==> src/common/uart_pkg.sv <==
`default_nettype none

package uart_pkg;

    // character format
    localparam int DATA_BITS = 8; // bits per character, lsb first on the line

    // clocking
    localparam logic [31:0] CLK_RATE_HZ      = 32'd200_000_000; // module clock
    localparam logic [31:0] BAUD_RATE        = 32'd115_200; // serial rate
    localparam logic [31:0] CLKS_PER_BIT_DEF = CLK_RATE_HZ / BAUD_RATE; // 1736 at 200 MHz

    // interrupt timing
    localparam logic [31:0] IRQ_PERIOD_DEF  = 32'd1_000_000; // 5 ms at 200 MHz
    localparam logic [31:0] IRQ_PULSE_WIDTH = 32'd2; // 10 ns high time

    // one character
    typedef logic [DATA_BITS-1:0] uart_data_t;

    // single-cycle character event between rx and tx
    typedef struct packed {
        logic       valid; // high for one clock per character
        uart_data_t data; // character payload
    } uart_byte_t;

    // serial frame states, shared by rx and tx
    typedef enum logic [1:0] {
        IDLE  = 2'd0, // line idle (high)
        START = 2'd1, // start bit
        DATA  = 2'd2, // data bits
        STOP  = 2'd3  // stop bit
    } uart_state_e;

    // bit timing and period counters
    typedef logic [31:0] cnt_t;

endpackage

`default_nettype wire

==> src/uart/uart_rx.sv <==
`default_nettype none

module uart_rx #(
    parameter uart_pkg::cnt_t CLKS_PER_BIT = uart_pkg::CLKS_PER_BIT_DEF
) (
    input  logic                 clk_200_i   , // 200 MHz clock
    input  logic                 rst_n_i     , // async reset, active low
    input  logic                 rx_i        , // serial line, async to clk
    output uart_pkg::uart_byte_t rx_byte_o   , // received character event
    output logic                 frame_err_o   // stop bit read low
);

    logic                                   rx_meta_q;   // first sync stage
    logic                                   rx_sync_q;   // second sync stage
    logic                                   rx_prev_q;   // for edge detect
    logic                                   start_fall;  // falling edge on the line
    uart_pkg::uart_state_e                  state_q;
    uart_pkg::cnt_t                         cnt_q;       // clocks within the bit
    logic [$clog2(uart_pkg::DATA_BITS)-1:0] bit_idx_q;   // data bit number
    logic                                   half_end;    // middle of the start bit
    logic                                   bit_end;     // middle of data and stop bits
    logic                                   valid_q;
    logic                                   frame_err_q;
    uart_pkg::uart_data_t                   shift_q;     // lsb arrives first

    assign start_fall = rx_prev_q & ~rx_sync_q;
    assign half_end   = (cnt_q == (CLKS_PER_BIT >> 1) - 32'd1);
    assign bit_end    = (cnt_q == CLKS_PER_BIT - 32'd1);

    always_ff @(posedge clk_200_i or negedge rst_n_i) begin
        if (!rst_n_i) begin
            rx_meta_q   <= 1'b1; // line idles high
            rx_sync_q   <= 1'b1;
            rx_prev_q   <= 1'b1;
            state_q     <= uart_pkg::IDLE;
            cnt_q       <= '0;
            bit_idx_q   <= '0;
            valid_q     <= 1'b0;
            frame_err_q <= 1'b0;
        end else begin
            rx_meta_q   <= rx_i;
            rx_sync_q   <= rx_meta_q;
            rx_prev_q   <= rx_sync_q;
            valid_q     <= 1'b0; // single-cycle events
            frame_err_q <= 1'b0;
            case (state_q)
                uart_pkg::IDLE: begin
                    cnt_q <= '0;
                    if (start_fall) begin
                        state_q <= uart_pkg::START;
                    end
                end
                uart_pkg::START: begin
                    if (half_end) begin
                        cnt_q     <= '0;
                        bit_idx_q <= '0;
                        if (rx_sync_q) begin
                            state_q <= uart_pkg::IDLE; // glitch, not a start bit
                        end else begin
                            state_q <= uart_pkg::DATA;
                        end
                    end else begin
                        cnt_q <= cnt_q + 32'd1;
                    end
                end
                uart_pkg::DATA: begin
                    if (bit_end) begin
                        cnt_q <= '0;
                        if (int'(bit_idx_q) == uart_pkg::DATA_BITS - 1) begin
                            state_q <= uart_pkg::STOP;
                        end else begin
                            bit_idx_q <= bit_idx_q + 1'b1;
                        end
                    end else begin
                        cnt_q <= cnt_q + 32'd1;
                    end
                end
                uart_pkg::STOP: begin
                    if (bit_end) begin
                        cnt_q       <= '0;
                        state_q     <= uart_pkg::IDLE;
                        valid_q     <= rx_sync_q; // good stop bit
                        frame_err_q <= ~rx_sync_q; // byte dropped
                    end else begin
                        cnt_q <= cnt_q + 32'd1;
                    end
                end
                default: state_q <= uart_pkg::IDLE;
            endcase
        end
    end

    // data bits shift in from the top
    always_ff @(posedge clk_200_i) begin
        if (state_q == uart_pkg::DATA && bit_end) begin
            shift_q <= {rx_sync_q, shift_q[uart_pkg::DATA_BITS-1:1]};
        end
    end

    assign rx_byte_o   = '{valid: valid_q, data: shift_q};
    assign frame_err_o = frame_err_q;

    // a frame ends either accepted or rejected, never both
    a_valid_xor_err: assert property (@(posedge clk_200_i) disable iff (!rst_n_i)
        !(rx_byte_o.valid && frame_err_o))
        else $error("uart_rx: valid and frame error in the same cycle");

endmodule

`default_nettype wire

==> src/uart/uart_tx.sv <==
`default_nettype none

module uart_tx #(
    parameter uart_pkg::cnt_t CLKS_PER_BIT = uart_pkg::CLKS_PER_BIT_DEF
) (
    input  logic                 clk_200_i , // 200 MHz clock
    input  logic                 rst_n_i   , // async reset, active low
    input  uart_pkg::uart_byte_t tx_byte_i , // character to send, no back-pressure
    output logic                 tx_o        // serial line
);

    uart_pkg::uart_state_e                  state_q;
    uart_pkg::cnt_t                         cnt_q;       // clocks within the bit
    logic [$clog2(uart_pkg::DATA_BITS)-1:0] bit_idx_q;   // data bit number
    logic                                   tx_q;        // registered line driver
    logic                                   bit_end;     // last clock of a bit
    logic                                   frame_end;   // last clock of the stop bit
    logic                                   take_in;     // incoming byte starts now
    logic                                   take_hold;   // held byte starts now
    logic                                   hold_full_q;
    uart_pkg::uart_data_t                   hold_q;      // pending character
    uart_pkg::uart_data_t                   shift_q;     // bit 0 is next on the line

    assign bit_end   = (cnt_q == CLKS_PER_BIT - 32'd1);
    assign frame_end = (state_q == uart_pkg::STOP) && bit_end;

    // the held byte always goes first
    assign take_hold = hold_full_q && frame_end;
    assign take_in   = tx_byte_i.valid && !hold_full_q &&
                       ((state_q == uart_pkg::IDLE) || frame_end);

    always_ff @(posedge clk_200_i or negedge rst_n_i) begin
        if (!rst_n_i) begin
            state_q     <= uart_pkg::IDLE;
            cnt_q       <= '0;
            bit_idx_q   <= '0;
            tx_q        <= 1'b1; // idle line
            hold_full_q <= 1'b0;
        end else begin
            case (state_q)
                uart_pkg::IDLE: begin
                    cnt_q <= '0;
                    if (take_in) begin
                        state_q <= uart_pkg::START;
                        tx_q    <= 1'b0; // start bit
                    end
                end
                uart_pkg::START: begin
                    if (bit_end) begin
                        cnt_q     <= '0;
                        bit_idx_q <= '0;
                        state_q   <= uart_pkg::DATA;
                        tx_q      <= shift_q[0];
                    end else begin
                        cnt_q <= cnt_q + 32'd1;
                    end
                end
                uart_pkg::DATA: begin
                    if (bit_end) begin
                        cnt_q <= '0;
                        if (int'(bit_idx_q) == uart_pkg::DATA_BITS - 1) begin
                            state_q <= uart_pkg::STOP;
                            tx_q    <= 1'b1; // stop bit
                        end else begin
                            bit_idx_q <= bit_idx_q + 1'b1;
                            tx_q      <= shift_q[1]; // shift_q moves down this clock
                        end
                    end else begin
                        cnt_q <= cnt_q + 32'd1;
                    end
                end
                uart_pkg::STOP: begin
                    if (bit_end) begin
                        cnt_q <= '0;
                        if (take_hold || take_in) begin
                            state_q <= uart_pkg::START; // back-to-back frame
                            tx_q    <= 1'b0;
                        end else begin
                            state_q <= uart_pkg::IDLE;
                        end
                    end else begin
                        cnt_q <= cnt_q + 32'd1;
                    end
                end
                default: state_q <= uart_pkg::IDLE;
            endcase

            if (tx_byte_i.valid && !take_in) begin
                hold_full_q <= 1'b1;
            end else if (take_hold) begin
                hold_full_q <= 1'b0;
            end
        end
    end

    always_ff @(posedge clk_200_i) begin
        if (take_hold) begin
            shift_q <= hold_q;
        end else if (take_in) begin
            shift_q <= tx_byte_i.data;
        end else if (state_q == uart_pkg::DATA && bit_end) begin
            shift_q <= shift_q >> 1;
        end
        if (tx_byte_i.valid && !take_in) begin
            hold_q <= tx_byte_i.data; // busy, park it
        end
    end

    assign tx_o = tx_q;

    a_idle_high: assert property (@(posedge clk_200_i) disable iff (!rst_n_i)
        (state_q == uart_pkg::IDLE) |-> tx_o)
        else $error("uart_tx: line low while idle");

    // sender must keep characters at least one frame apart
    a_no_overflow: assert property (@(posedge clk_200_i) disable iff (!rst_n_i)
        !(tx_byte_i.valid && hold_full_q))
        else $error("uart_tx: holding register overflow");

endmodule

`default_nettype wire

==> src/hdl/irq_pulse_gen.sv <==
`default_nettype none

module irq_pulse_gen #(
    parameter uart_pkg::cnt_t IRQ_PERIOD = uart_pkg::IRQ_PERIOD_DEF
) (
    input  logic clk_200_i , // 200 MHz clock
    input  logic rst_n_i   , // async reset, active low
    output logic irq_o       // periodic pulse
);

    uart_pkg::cnt_t cnt_q;     // position within the period
    uart_pkg::cnt_t cnt_nxt;
    logic           irq_q;

    // wrap at the end of the period
    assign cnt_nxt = (cnt_q == IRQ_PERIOD - 32'd1) ? '0 : cnt_q + 32'd1;

    always_ff @(posedge clk_200_i or negedge rst_n_i) begin
        if (!rst_n_i) begin
            cnt_q <= '0;
            irq_q <= 1'b0;
        end else begin
            cnt_q <= cnt_nxt;
            irq_q <= (cnt_nxt >= IRQ_PERIOD - uart_pkg::IRQ_PULSE_WIDTH); // tail of period
        end
    end

    assign irq_o = irq_q;

    // pulse drops after exactly the configured width
    a_pulse_width: assert property (@(posedge clk_200_i) disable iff (!rst_n_i)
        $rose(irq_o) |-> ##(uart_pkg::IRQ_PULSE_WIDTH) !irq_o)
        else $error("irq_pulse_gen: pulse longer than IRQ_PULSE_WIDTH");

endmodule

`default_nettype wire

==> src/hdl/pl_test_top.sv <==
`default_nettype none

module pl_test_top #(
    parameter uart_pkg::cnt_t CLKS_PER_BIT = uart_pkg::CLKS_PER_BIT_DEF, // serial bit time
    parameter uart_pkg::cnt_t IRQ_PERIOD   = uart_pkg::IRQ_PERIOD_DEF    // interrupt period
) (
    input  logic clk_200_i   , // 200 MHz clock
    input  logic rst_n_i     , // async reset, active low
    input  logic uart_rx_i   , // serial in
    output logic uart_tx_o   , // serial echo out
    output logic irq_o       , // periodic interrupt
    output logic frame_err_o   // bad stop bit seen
);

    uart_pkg::uart_byte_t echo_byte; // rx straight into tx

    uart_rx #(
        .CLKS_PER_BIT               ( CLKS_PER_BIT              )
    ) u_uart_rx (
        .clk_200_i                  ( clk_200_i                 ),
        .rst_n_i                    ( rst_n_i                   ),
        .rx_i                       ( uart_rx_i                 ), // from host
        .rx_byte_o                  ( echo_byte                 ),
        .frame_err_o                ( frame_err_o               )
    );

    uart_tx #(
        .CLKS_PER_BIT               ( CLKS_PER_BIT              )
    ) u_uart_tx (
        .clk_200_i                  ( clk_200_i                 ),
        .rst_n_i                    ( rst_n_i                   ),
        .tx_byte_i                  ( echo_byte                 ), // echo loop
        .tx_o                       ( uart_tx_o                 )  // back to host
    );

    irq_pulse_gen #(
        .IRQ_PERIOD                 ( IRQ_PERIOD                )
    ) u_irq_pulse_gen (
        .clk_200_i                  ( clk_200_i                 ),
        .rst_n_i                    ( rst_n_i                   ),
        .irq_o                      ( irq_o                     )
    );

endmodule

`default_nettype wire

==> config.mk <==
export PLATFORM = sky130hd
export DESIGN_NAME = pl_test_top
export DESIGN_NICKNAME = d
export VERILOG_FILES = /design/src/common/uart_pkg.sv /design/src/uart/uart_rx.sv /design/src/uart/uart_tx.sv /design/src/hdl/irq_pulse_gen.sv /design/src/hdl/pl_test_top.sv
export SDC_FILE = /design/constraint.sdc
export NUM_CORES = 1
export LEC_CHECK = 0
export BUFFER_PORTS_ARGS = -buffer_cell sky130_fd_sc_hd__buf_4
export CELL_PAD_IN_SITES_DETAIL_PLACEMENT = 0
export CELL_PAD_IN_SITES_GLOBAL_PLACEMENT = 1
export CORE_ASPECT_RATIO = 1.25
export CORE_MARGIN = 3
export CORE_UTILIZATION = 40
export DETAILED_ROUTE_END_ITERATION = 10
export PLACE_DENSITY = 0.64
export RECOVER_POWER = 50
export SKIP_LAST_GASP = 1
export SYNTH_ARGS = -nofsm -noshare
export SYNTH_HDL_FRONTEND = slang
export SYNTH_SLANG_ARGS = --single-unit
==> constraint.sdc <==
create_clock -name clk_200_i -period 5.1 [get_ports clk_200_i]
set_input_delay 0 -clock clk_200_i [delete_from_list [all_inputs] [get_ports clk_200_i]]
set_output_delay 0 -clock clk_200_i [all_outputs]
set_load 0.02 [all_outputs]
==> results of run 1 <==
flip-flops by register name, indices dropped and copies added, names as in the netlist, 2 cells and up, named ones only:
signal                 cells
u_irq_pulse_gen.cnt_q     32
u_uart_rx.cnt_q           32
u_uart_tx.state_q          2
u_uart_rx.shift_q          8
u_uart_tx.bit_idx_q        3
u_uart_tx.hold_q           8
u_uart_rx.bit_idx_q        3
u_uart_tx.shift_q          8
u_uart_tx.cnt_q           32
cell usage after synthesis, drive strengths merged, types with 3 or more instances:
library cell	instances
nor2	109
dfstp	4
o21ai	5
nor2b	5
a22o	6
xor2	59
buf	5
xnor2	32
and4	6
clkbuf	9
mux2	6
nand4	24
edfxtp	24
nand3	39
nand2b	4
or3	3
nor4	21
nor4bb	4
a22oi	8
a21oi	9
dfrtp	110
nor3	23
inv	13
and3	10
nand2	66
ha	12
and2	4
final cells by class:
class                   count  area [um^2]  area share
clock buffers              21          470      0.0626
clock inverters            11          143      0.0190
inverters                  13         48.8     0.00649
multi-input cells         474         2950       0.393
flip-flops and latches    138         3580       0.476
well taps                 216          270      0.0359
repair buffers              9         57.6     0.00765
path summary, 6_finish.rpt:
path / end / slack [ps]
setup / recovery: u_irq_pulse_gen.irq_o$_DFF_PN0_ / 1810
hold / removal: u_uart_rx.rx_meta_q$_DFF_PN1_ / 250
setup reg to reg: u_irq_pulse_gen.irq_o$_DFF_PN0_ / 1810
hold reg to reg: u_uart_rx.rx_sync_q$_DFF_PN1_ / 390
max in group asynchronous: u_uart_tx.cnt_q[12]$_DFF_PN0_ / 2340
min in group asynchronous: u_uart_rx.bit_idx_q[1]$_DFFE_PN0P_ / 820
cells by family after synthesis:
kind of cell	synth area share
simple gates	0.252
flops	0.536
xor+xnor	0.119
compound gates	0.0403
buf+inv	0.0172
fa+ha+maj	0.0225
mux	0.0131
stage by stage:
stage / hold WS (ps) / setup slack [ps]
6_report: 251 / 1810
4_1_cts: 147 / 2290
2_1_floorplan: -296 / 2970
5_1_grt: 227 / 1490
3_3_place_gp: 12.0 / 2390
3_5_place_dp: 29.4 / 2280
power breakdown:
group | leakage, uW | total, uW | switching [uW] | internal (uW)
logic | 0.00103 | 126 | 92.7 | 33.5
registers | 0.00175 | 1150 | 18.1 | 1130
clock network | 0.000299 | 1270 | 460 | 806
total | 0.00308 | 2550 | 571 | 1970
routing by layer:
metal  GRT usage  up-vias  share of wire
met5           0        -              0
met4      0.0577        0          0.014
met3      0.0406       14          0.025
met2       0.265       50           0.51
met1       0.187     2224           0.45
li1            -     2251              -
==> metrics.csv, run 1 <==
metric,value,unit
status,"finished, violations left",
violations,"max-capacitance violations, max-slew violations",
placed_cells,848,
layout_min_cycle_time,3290,ps
clkLatencyLatePin,420,ps
synth_ff_type,dfrtp_1,
vdd_drop_max,0.000220,V
drc,0,
gr-total-overflow,0,
min_from,uart_rx_i,
postPlaceCellArea,6940,um^2
fill_cells,1558,
slowest_delay,1380,ps
slew_viol_final,51,
cts_hold_buf,2,
crit_start,u_irq_pulse_gen.cnt_q[2]$_DFF_PN0_,
cts.sinks,138,
synth_cell_types,57,
maxCapViolations,2,
start_kind,flop,
synthesis.nets,654,
critPathKind,flop to flop,
synthArstFlopShare,0.826,
ant_nets,0,
r2r_cells,7,
grt_pass1_wl,22500,um
diodes,0,
root_buffer,clkbuf_16,
r2r_start,u_irq_pulse_gen.cnt_q[2]$_DFF_PN0_,
initial_core_util,0.411,
rsz0062_at_grt,no,
synth_edf_count,24,
design_area,7520,um^2
post_cts_buffers,0,
yosys_warnings,0,
avgSynthCellArea,10.5,um^2
grt_use_total,0.155,
antenna_found_initial,0,
grt_pass1_vias,4695,
layout-drive-gt1-share,0.0811,
relSlewSlack,-0.514,
crit_path_max_fanout,9,
tightest_slew,2270,ps
final_common_cell,dfrtp_1,
path_cells,nand4_1 > nor4_1 > nand2_1 > mux2i_1 > nor3_1 > nor4b_2 > nand3_1,
cts_resized,0,
fmax,304,MHz
p_total,2550,uW
dr_total_vias,4539,
yosys.area.top_type_share,0.412,
finalSetupViolCount,0,
drtIter0Drc,246,
p_leak,0.00308,uW
drt-total-wl,12900,um
fin_cells,882,
finalHoldViolations,0,
finalCritPeriodShare,0.646,
hold_depth,2,
core-area,16300,um^2
gp_congestion,0.780,
die_w,122,um
fin_setup_tns,0,ps
first_pass_iters,4,
hold_class,primary input to flop,
ios,6,
critPathArrivalTime,3590,ps
die_y,150,um
clkSlewWorstSetupHoldPaths,60,ps
crit_path_end_kind,flop,
synth.top_cells.by_area,"dfrtp_1, edfxtp_1, xor2_1, nor2_1, xnor2_1",
cp.required,5400,ps
crit_cells,7,
yosysSeqAreaShare,0.536,
viasPerCell,5.15,
clockBufferDepth,2,
crit_buf_inv,0,
fin_nets,668,
grt_max_degree,76,
routedWlPerCell,14.6,um
hpwl,8650,um
rows,52,
crit_family,simple AND/OR/NAND/NOR gates,
area_delta_synth_final,12.6,%
netlist_area,6680,um^2
netlist_instances,639,
fin_skew,7.43,ps
mostFrequentLayoutCells,"dfrtp_1, nor2_1, nand2_1, xor2_1, nand3_1",
htree_levels,4,
ys_seq_elements,138,
cts_buffers,17,
power_density,338,nW/um^2
cts_tree,yes,
crit_slowest_cell,nor4_1,
fin_util,0.462,
dieArea,18300,um^2
synth_top_area_cell,dfrtp_1,
io_buffers,5,
(Power assumes the default switching activity.)
==> inputs of run 2 (changes only) <==
- PLACE_DENSITY: 0.64 -> 0.67
- clock period: 5.1 -> 2.8 ns (I/O delays scaled with it)
==> metrics.csv, run 2 (synthesis results as in run 1) <==
metric,value,unit,change
status,"finished, violations left",,unchanged
violations,"max-capacitance violations, max-slew violations",,unchanged
path_cells,ha_1 > nor4bb_1 > nand4_1 > nor3_2 > and2_2 > nor2_2 > a21oi_1 > mux2_1,,was nand4_1 > nor4_1 > nand2_1 > mux2i_1 > nor3_1 > nor4b_2 > nand3_1
grt_use_total,0.151,,was 0.155
initial_core_util,0.411,,unchanged
ant_nets,0,,unchanged
clockBufferDepth,2,,unchanged
reg_top3,"u_irq_pulse_gen.cnt_q (32), u_uart_rx.cnt_q (32), u_uart_tx.cnt_q (32)",,unchanged
r2r_start,u_uart_tx.cnt_q[0]$_DFF_PN0_,,was u_irq_pulse_gen.cnt_q[2]$_DFF_PN0_
vdd_drop_max,0.000357,V,was 0.000220 V
cts_buffers,17,,unchanged
layout-drive-gt1-share,0.0981,,was 0.0811
area_delta_synth_final,13.0,%,was 12.6%
gr-total-overflow,0,,unchanged
dr_total_vias,4479,,was 4539
drt-total-wl,12500,um,was 12900 um
cts_tree,yes,,unchanged
finalSetupViolCount,0,,unchanged
crit_buf_inv,0,,unchanged
fin_nets,675,,was 668
root_buffer,clkbuf_16,,unchanged
mostFrequentLayoutCells,"dfrtp_1, nor2_1, nand2_1, xor2_1, nand3_1",,unchanged
fin_skew,7.99,ps,was 7.43 ps
htree_levels,4,,unchanged
finalCritPeriodShare,0.882,,was 0.646
die_y,150,um,unchanged
p_leak,0.00310,uW,was 0.00308 uW
drtIter0Drc,209,,was 246
clkSlewWorstSetupHoldPaths,60,ps,about the same
core-area,16300,um^2,unchanged
antenna_found_initial,0,,unchanged
rsz0062_at_grt,no,,unchanged
crit_slowest_cell,dfrtp_1,,was nor4_1
grt_pass1_wl,22000,um,was 22500 um
grt_max_degree,63,,was 76
dieArea,18300,um^2,unchanged
drc,0,,unchanged
tightest_slew,1620,ps,was 2270 ps
post_cts_buffers,0,,unchanged
grt_pass1_vias,4587,,was 4695
cts.sinks,138,,unchanged
io_buffers,5,,unchanged
critPathKind,flop to flop,,unchanged
crit_path_end_kind,flop,,unchanged
fin_setup_tns,0,ps,unchanged
cp.required,3140,ps,was 5400 ps
clkLatencyLatePin,420,ps,about the same
fmax,405,MHz,was 304 MHz
die_w,122,um,unchanged
layout_min_cycle_time,2470,ps,was 3290 ps
start_kind,flop,,unchanged
crit_family,simple AND/OR/NAND/NOR gates,,unchanged
hpwl,8620,um,was 8650 um
finalHoldViolations,0,,unchanged
maxCapViolations,1,,was 2
slowest_delay,390,ps,was 1380 ps
first_pass_iters,5,,was 4
fill_cells,1555,,was 1558
diodes,0,,unchanged
slew_viol_final,63,,was 51
final_common_cell,dfrtp_1,,unchanged
relSlewSlack,-0.0775,,was -0.514
p_total,4410,uW,was 2550 uW
rows,52,,unchanged
gp_congestion,0.764,,was 0.780
min_from,uart_rx_i,,unchanged
routedWlPerCell,14.1,um,was 14.6 um
critPathArrivalTime,2810,ps,was 3590 ps
crit_path_max_fanout,10,,was 9
hold_class,primary input to flop,,unchanged
viasPerCell,5.04,,was 5.15
crit_start,u_uart_tx.cnt_q[0]$_DFF_PN0_,,was u_irq_pulse_gen.cnt_q[2]$_DFF_PN0_
ios,6,,unchanged
power_density,584,nW/um^2,was 338 nW/um^2
run 2: per-layer routing:
| layer | track usage | vias to the layer above | wire length (um) |
|---|---|---|---|
| met3 | 0.0417 | 15 | 288 |
| li1 | - | 2268 | - |
| met4 | 0.0555 | 0 | 178 |
| met5 | 0 | - | 0 |
| met2 | 0.246 | 35 | 6140 |
| met1 | 0.193 | 2161 | 5920 |
run 2: power breakdown:
part / total (uW) / internal [uW] / leakage [uW] / switching [uW]
Sequential: 2100 / 2070 / 0.00175 / 33.7
Clock: 2070 / 1220 / 0.000260 / 855
Combinational: 242 / 72.8 / 0.00109 / 169
run 2: final cells by class:
| type | count | area [um^2] | area share |
|---|---|---|---|
| multi-input cells | 474 | 2990 | 0.396 |
| inverters | 13 | 48.8 | 0.00646 |
| repair buffers | 16 | 111 | 0.0147 |
| clock buffers | 17 | 425 | 0.0563 |
| flip-flops and latches | 138 | 3580 | 0.474 |
| clock inverters | 15 | 126 | 0.0167 |
| well taps | 216 | 270 | 0.0358 |
run 2: repair_timing:
item,in CTS,in global routing
gates resized for setup,0,2
hold endpoints to repair,58,0
hold buffers,2,0
endpoints found under the setup margin,0,9
run 2: worst paths after layout:
check / cells past startpoint / slack, ps / to
worst max-delay path: 8 / 330 / u_uart_tx.tx_o$_DFFE_PN1P_
worst min-delay path: 2 / 250 / u_uart_rx.rx_meta_q$_DFF_PN1_
max in group asynchronous: 3 / 650 / u_irq_pulse_gen.cnt_q[9]$_DFF_PN0_
min in group asynchronous: 2 / 550 / u_uart_rx.cnt_q[14]$_DFF_PN0_
worst min register to register: 0 / 370 / u_uart_rx.rx_sync_q$_DFF_PN1_
worst max register to register: 8 / 330 / u_uart_tx.tx_o$_DFFE_PN1P_
run 2: worst register-to-register path: stages, from the launching register on:
cell	delay, ps
dfrtp_1	390
ha_1	250
nor4bb_1	320
nand4_1	210
nor3_2	270
and2_2	280
nor2_2	120
a21oi_1	210
mux2_1	340
run 2: stage by stage:
| step | worst slack, ps | instance area (um^2) | hold slack [ps] | std cells | util |
|---|---|---|---|---|---|
| 5_1_grt | 91.0 | 7550 | 238 | 889 | 0.464 |
| 3_5_place_dp | 155 | 7000 | 121 | 855 | 0.431 |
| 4_1_cts | 130 | 7570 | 217 | 889 | 0.466 |
| 2_1_floorplan | 665 | 6680 | -296 | 639 | - |
| 3_3_place_gp | 268 | 7000 | 122 | 855 | 0.431 |
| 6_report | 330 | 7550 | 249 | 889 | 0.464 |
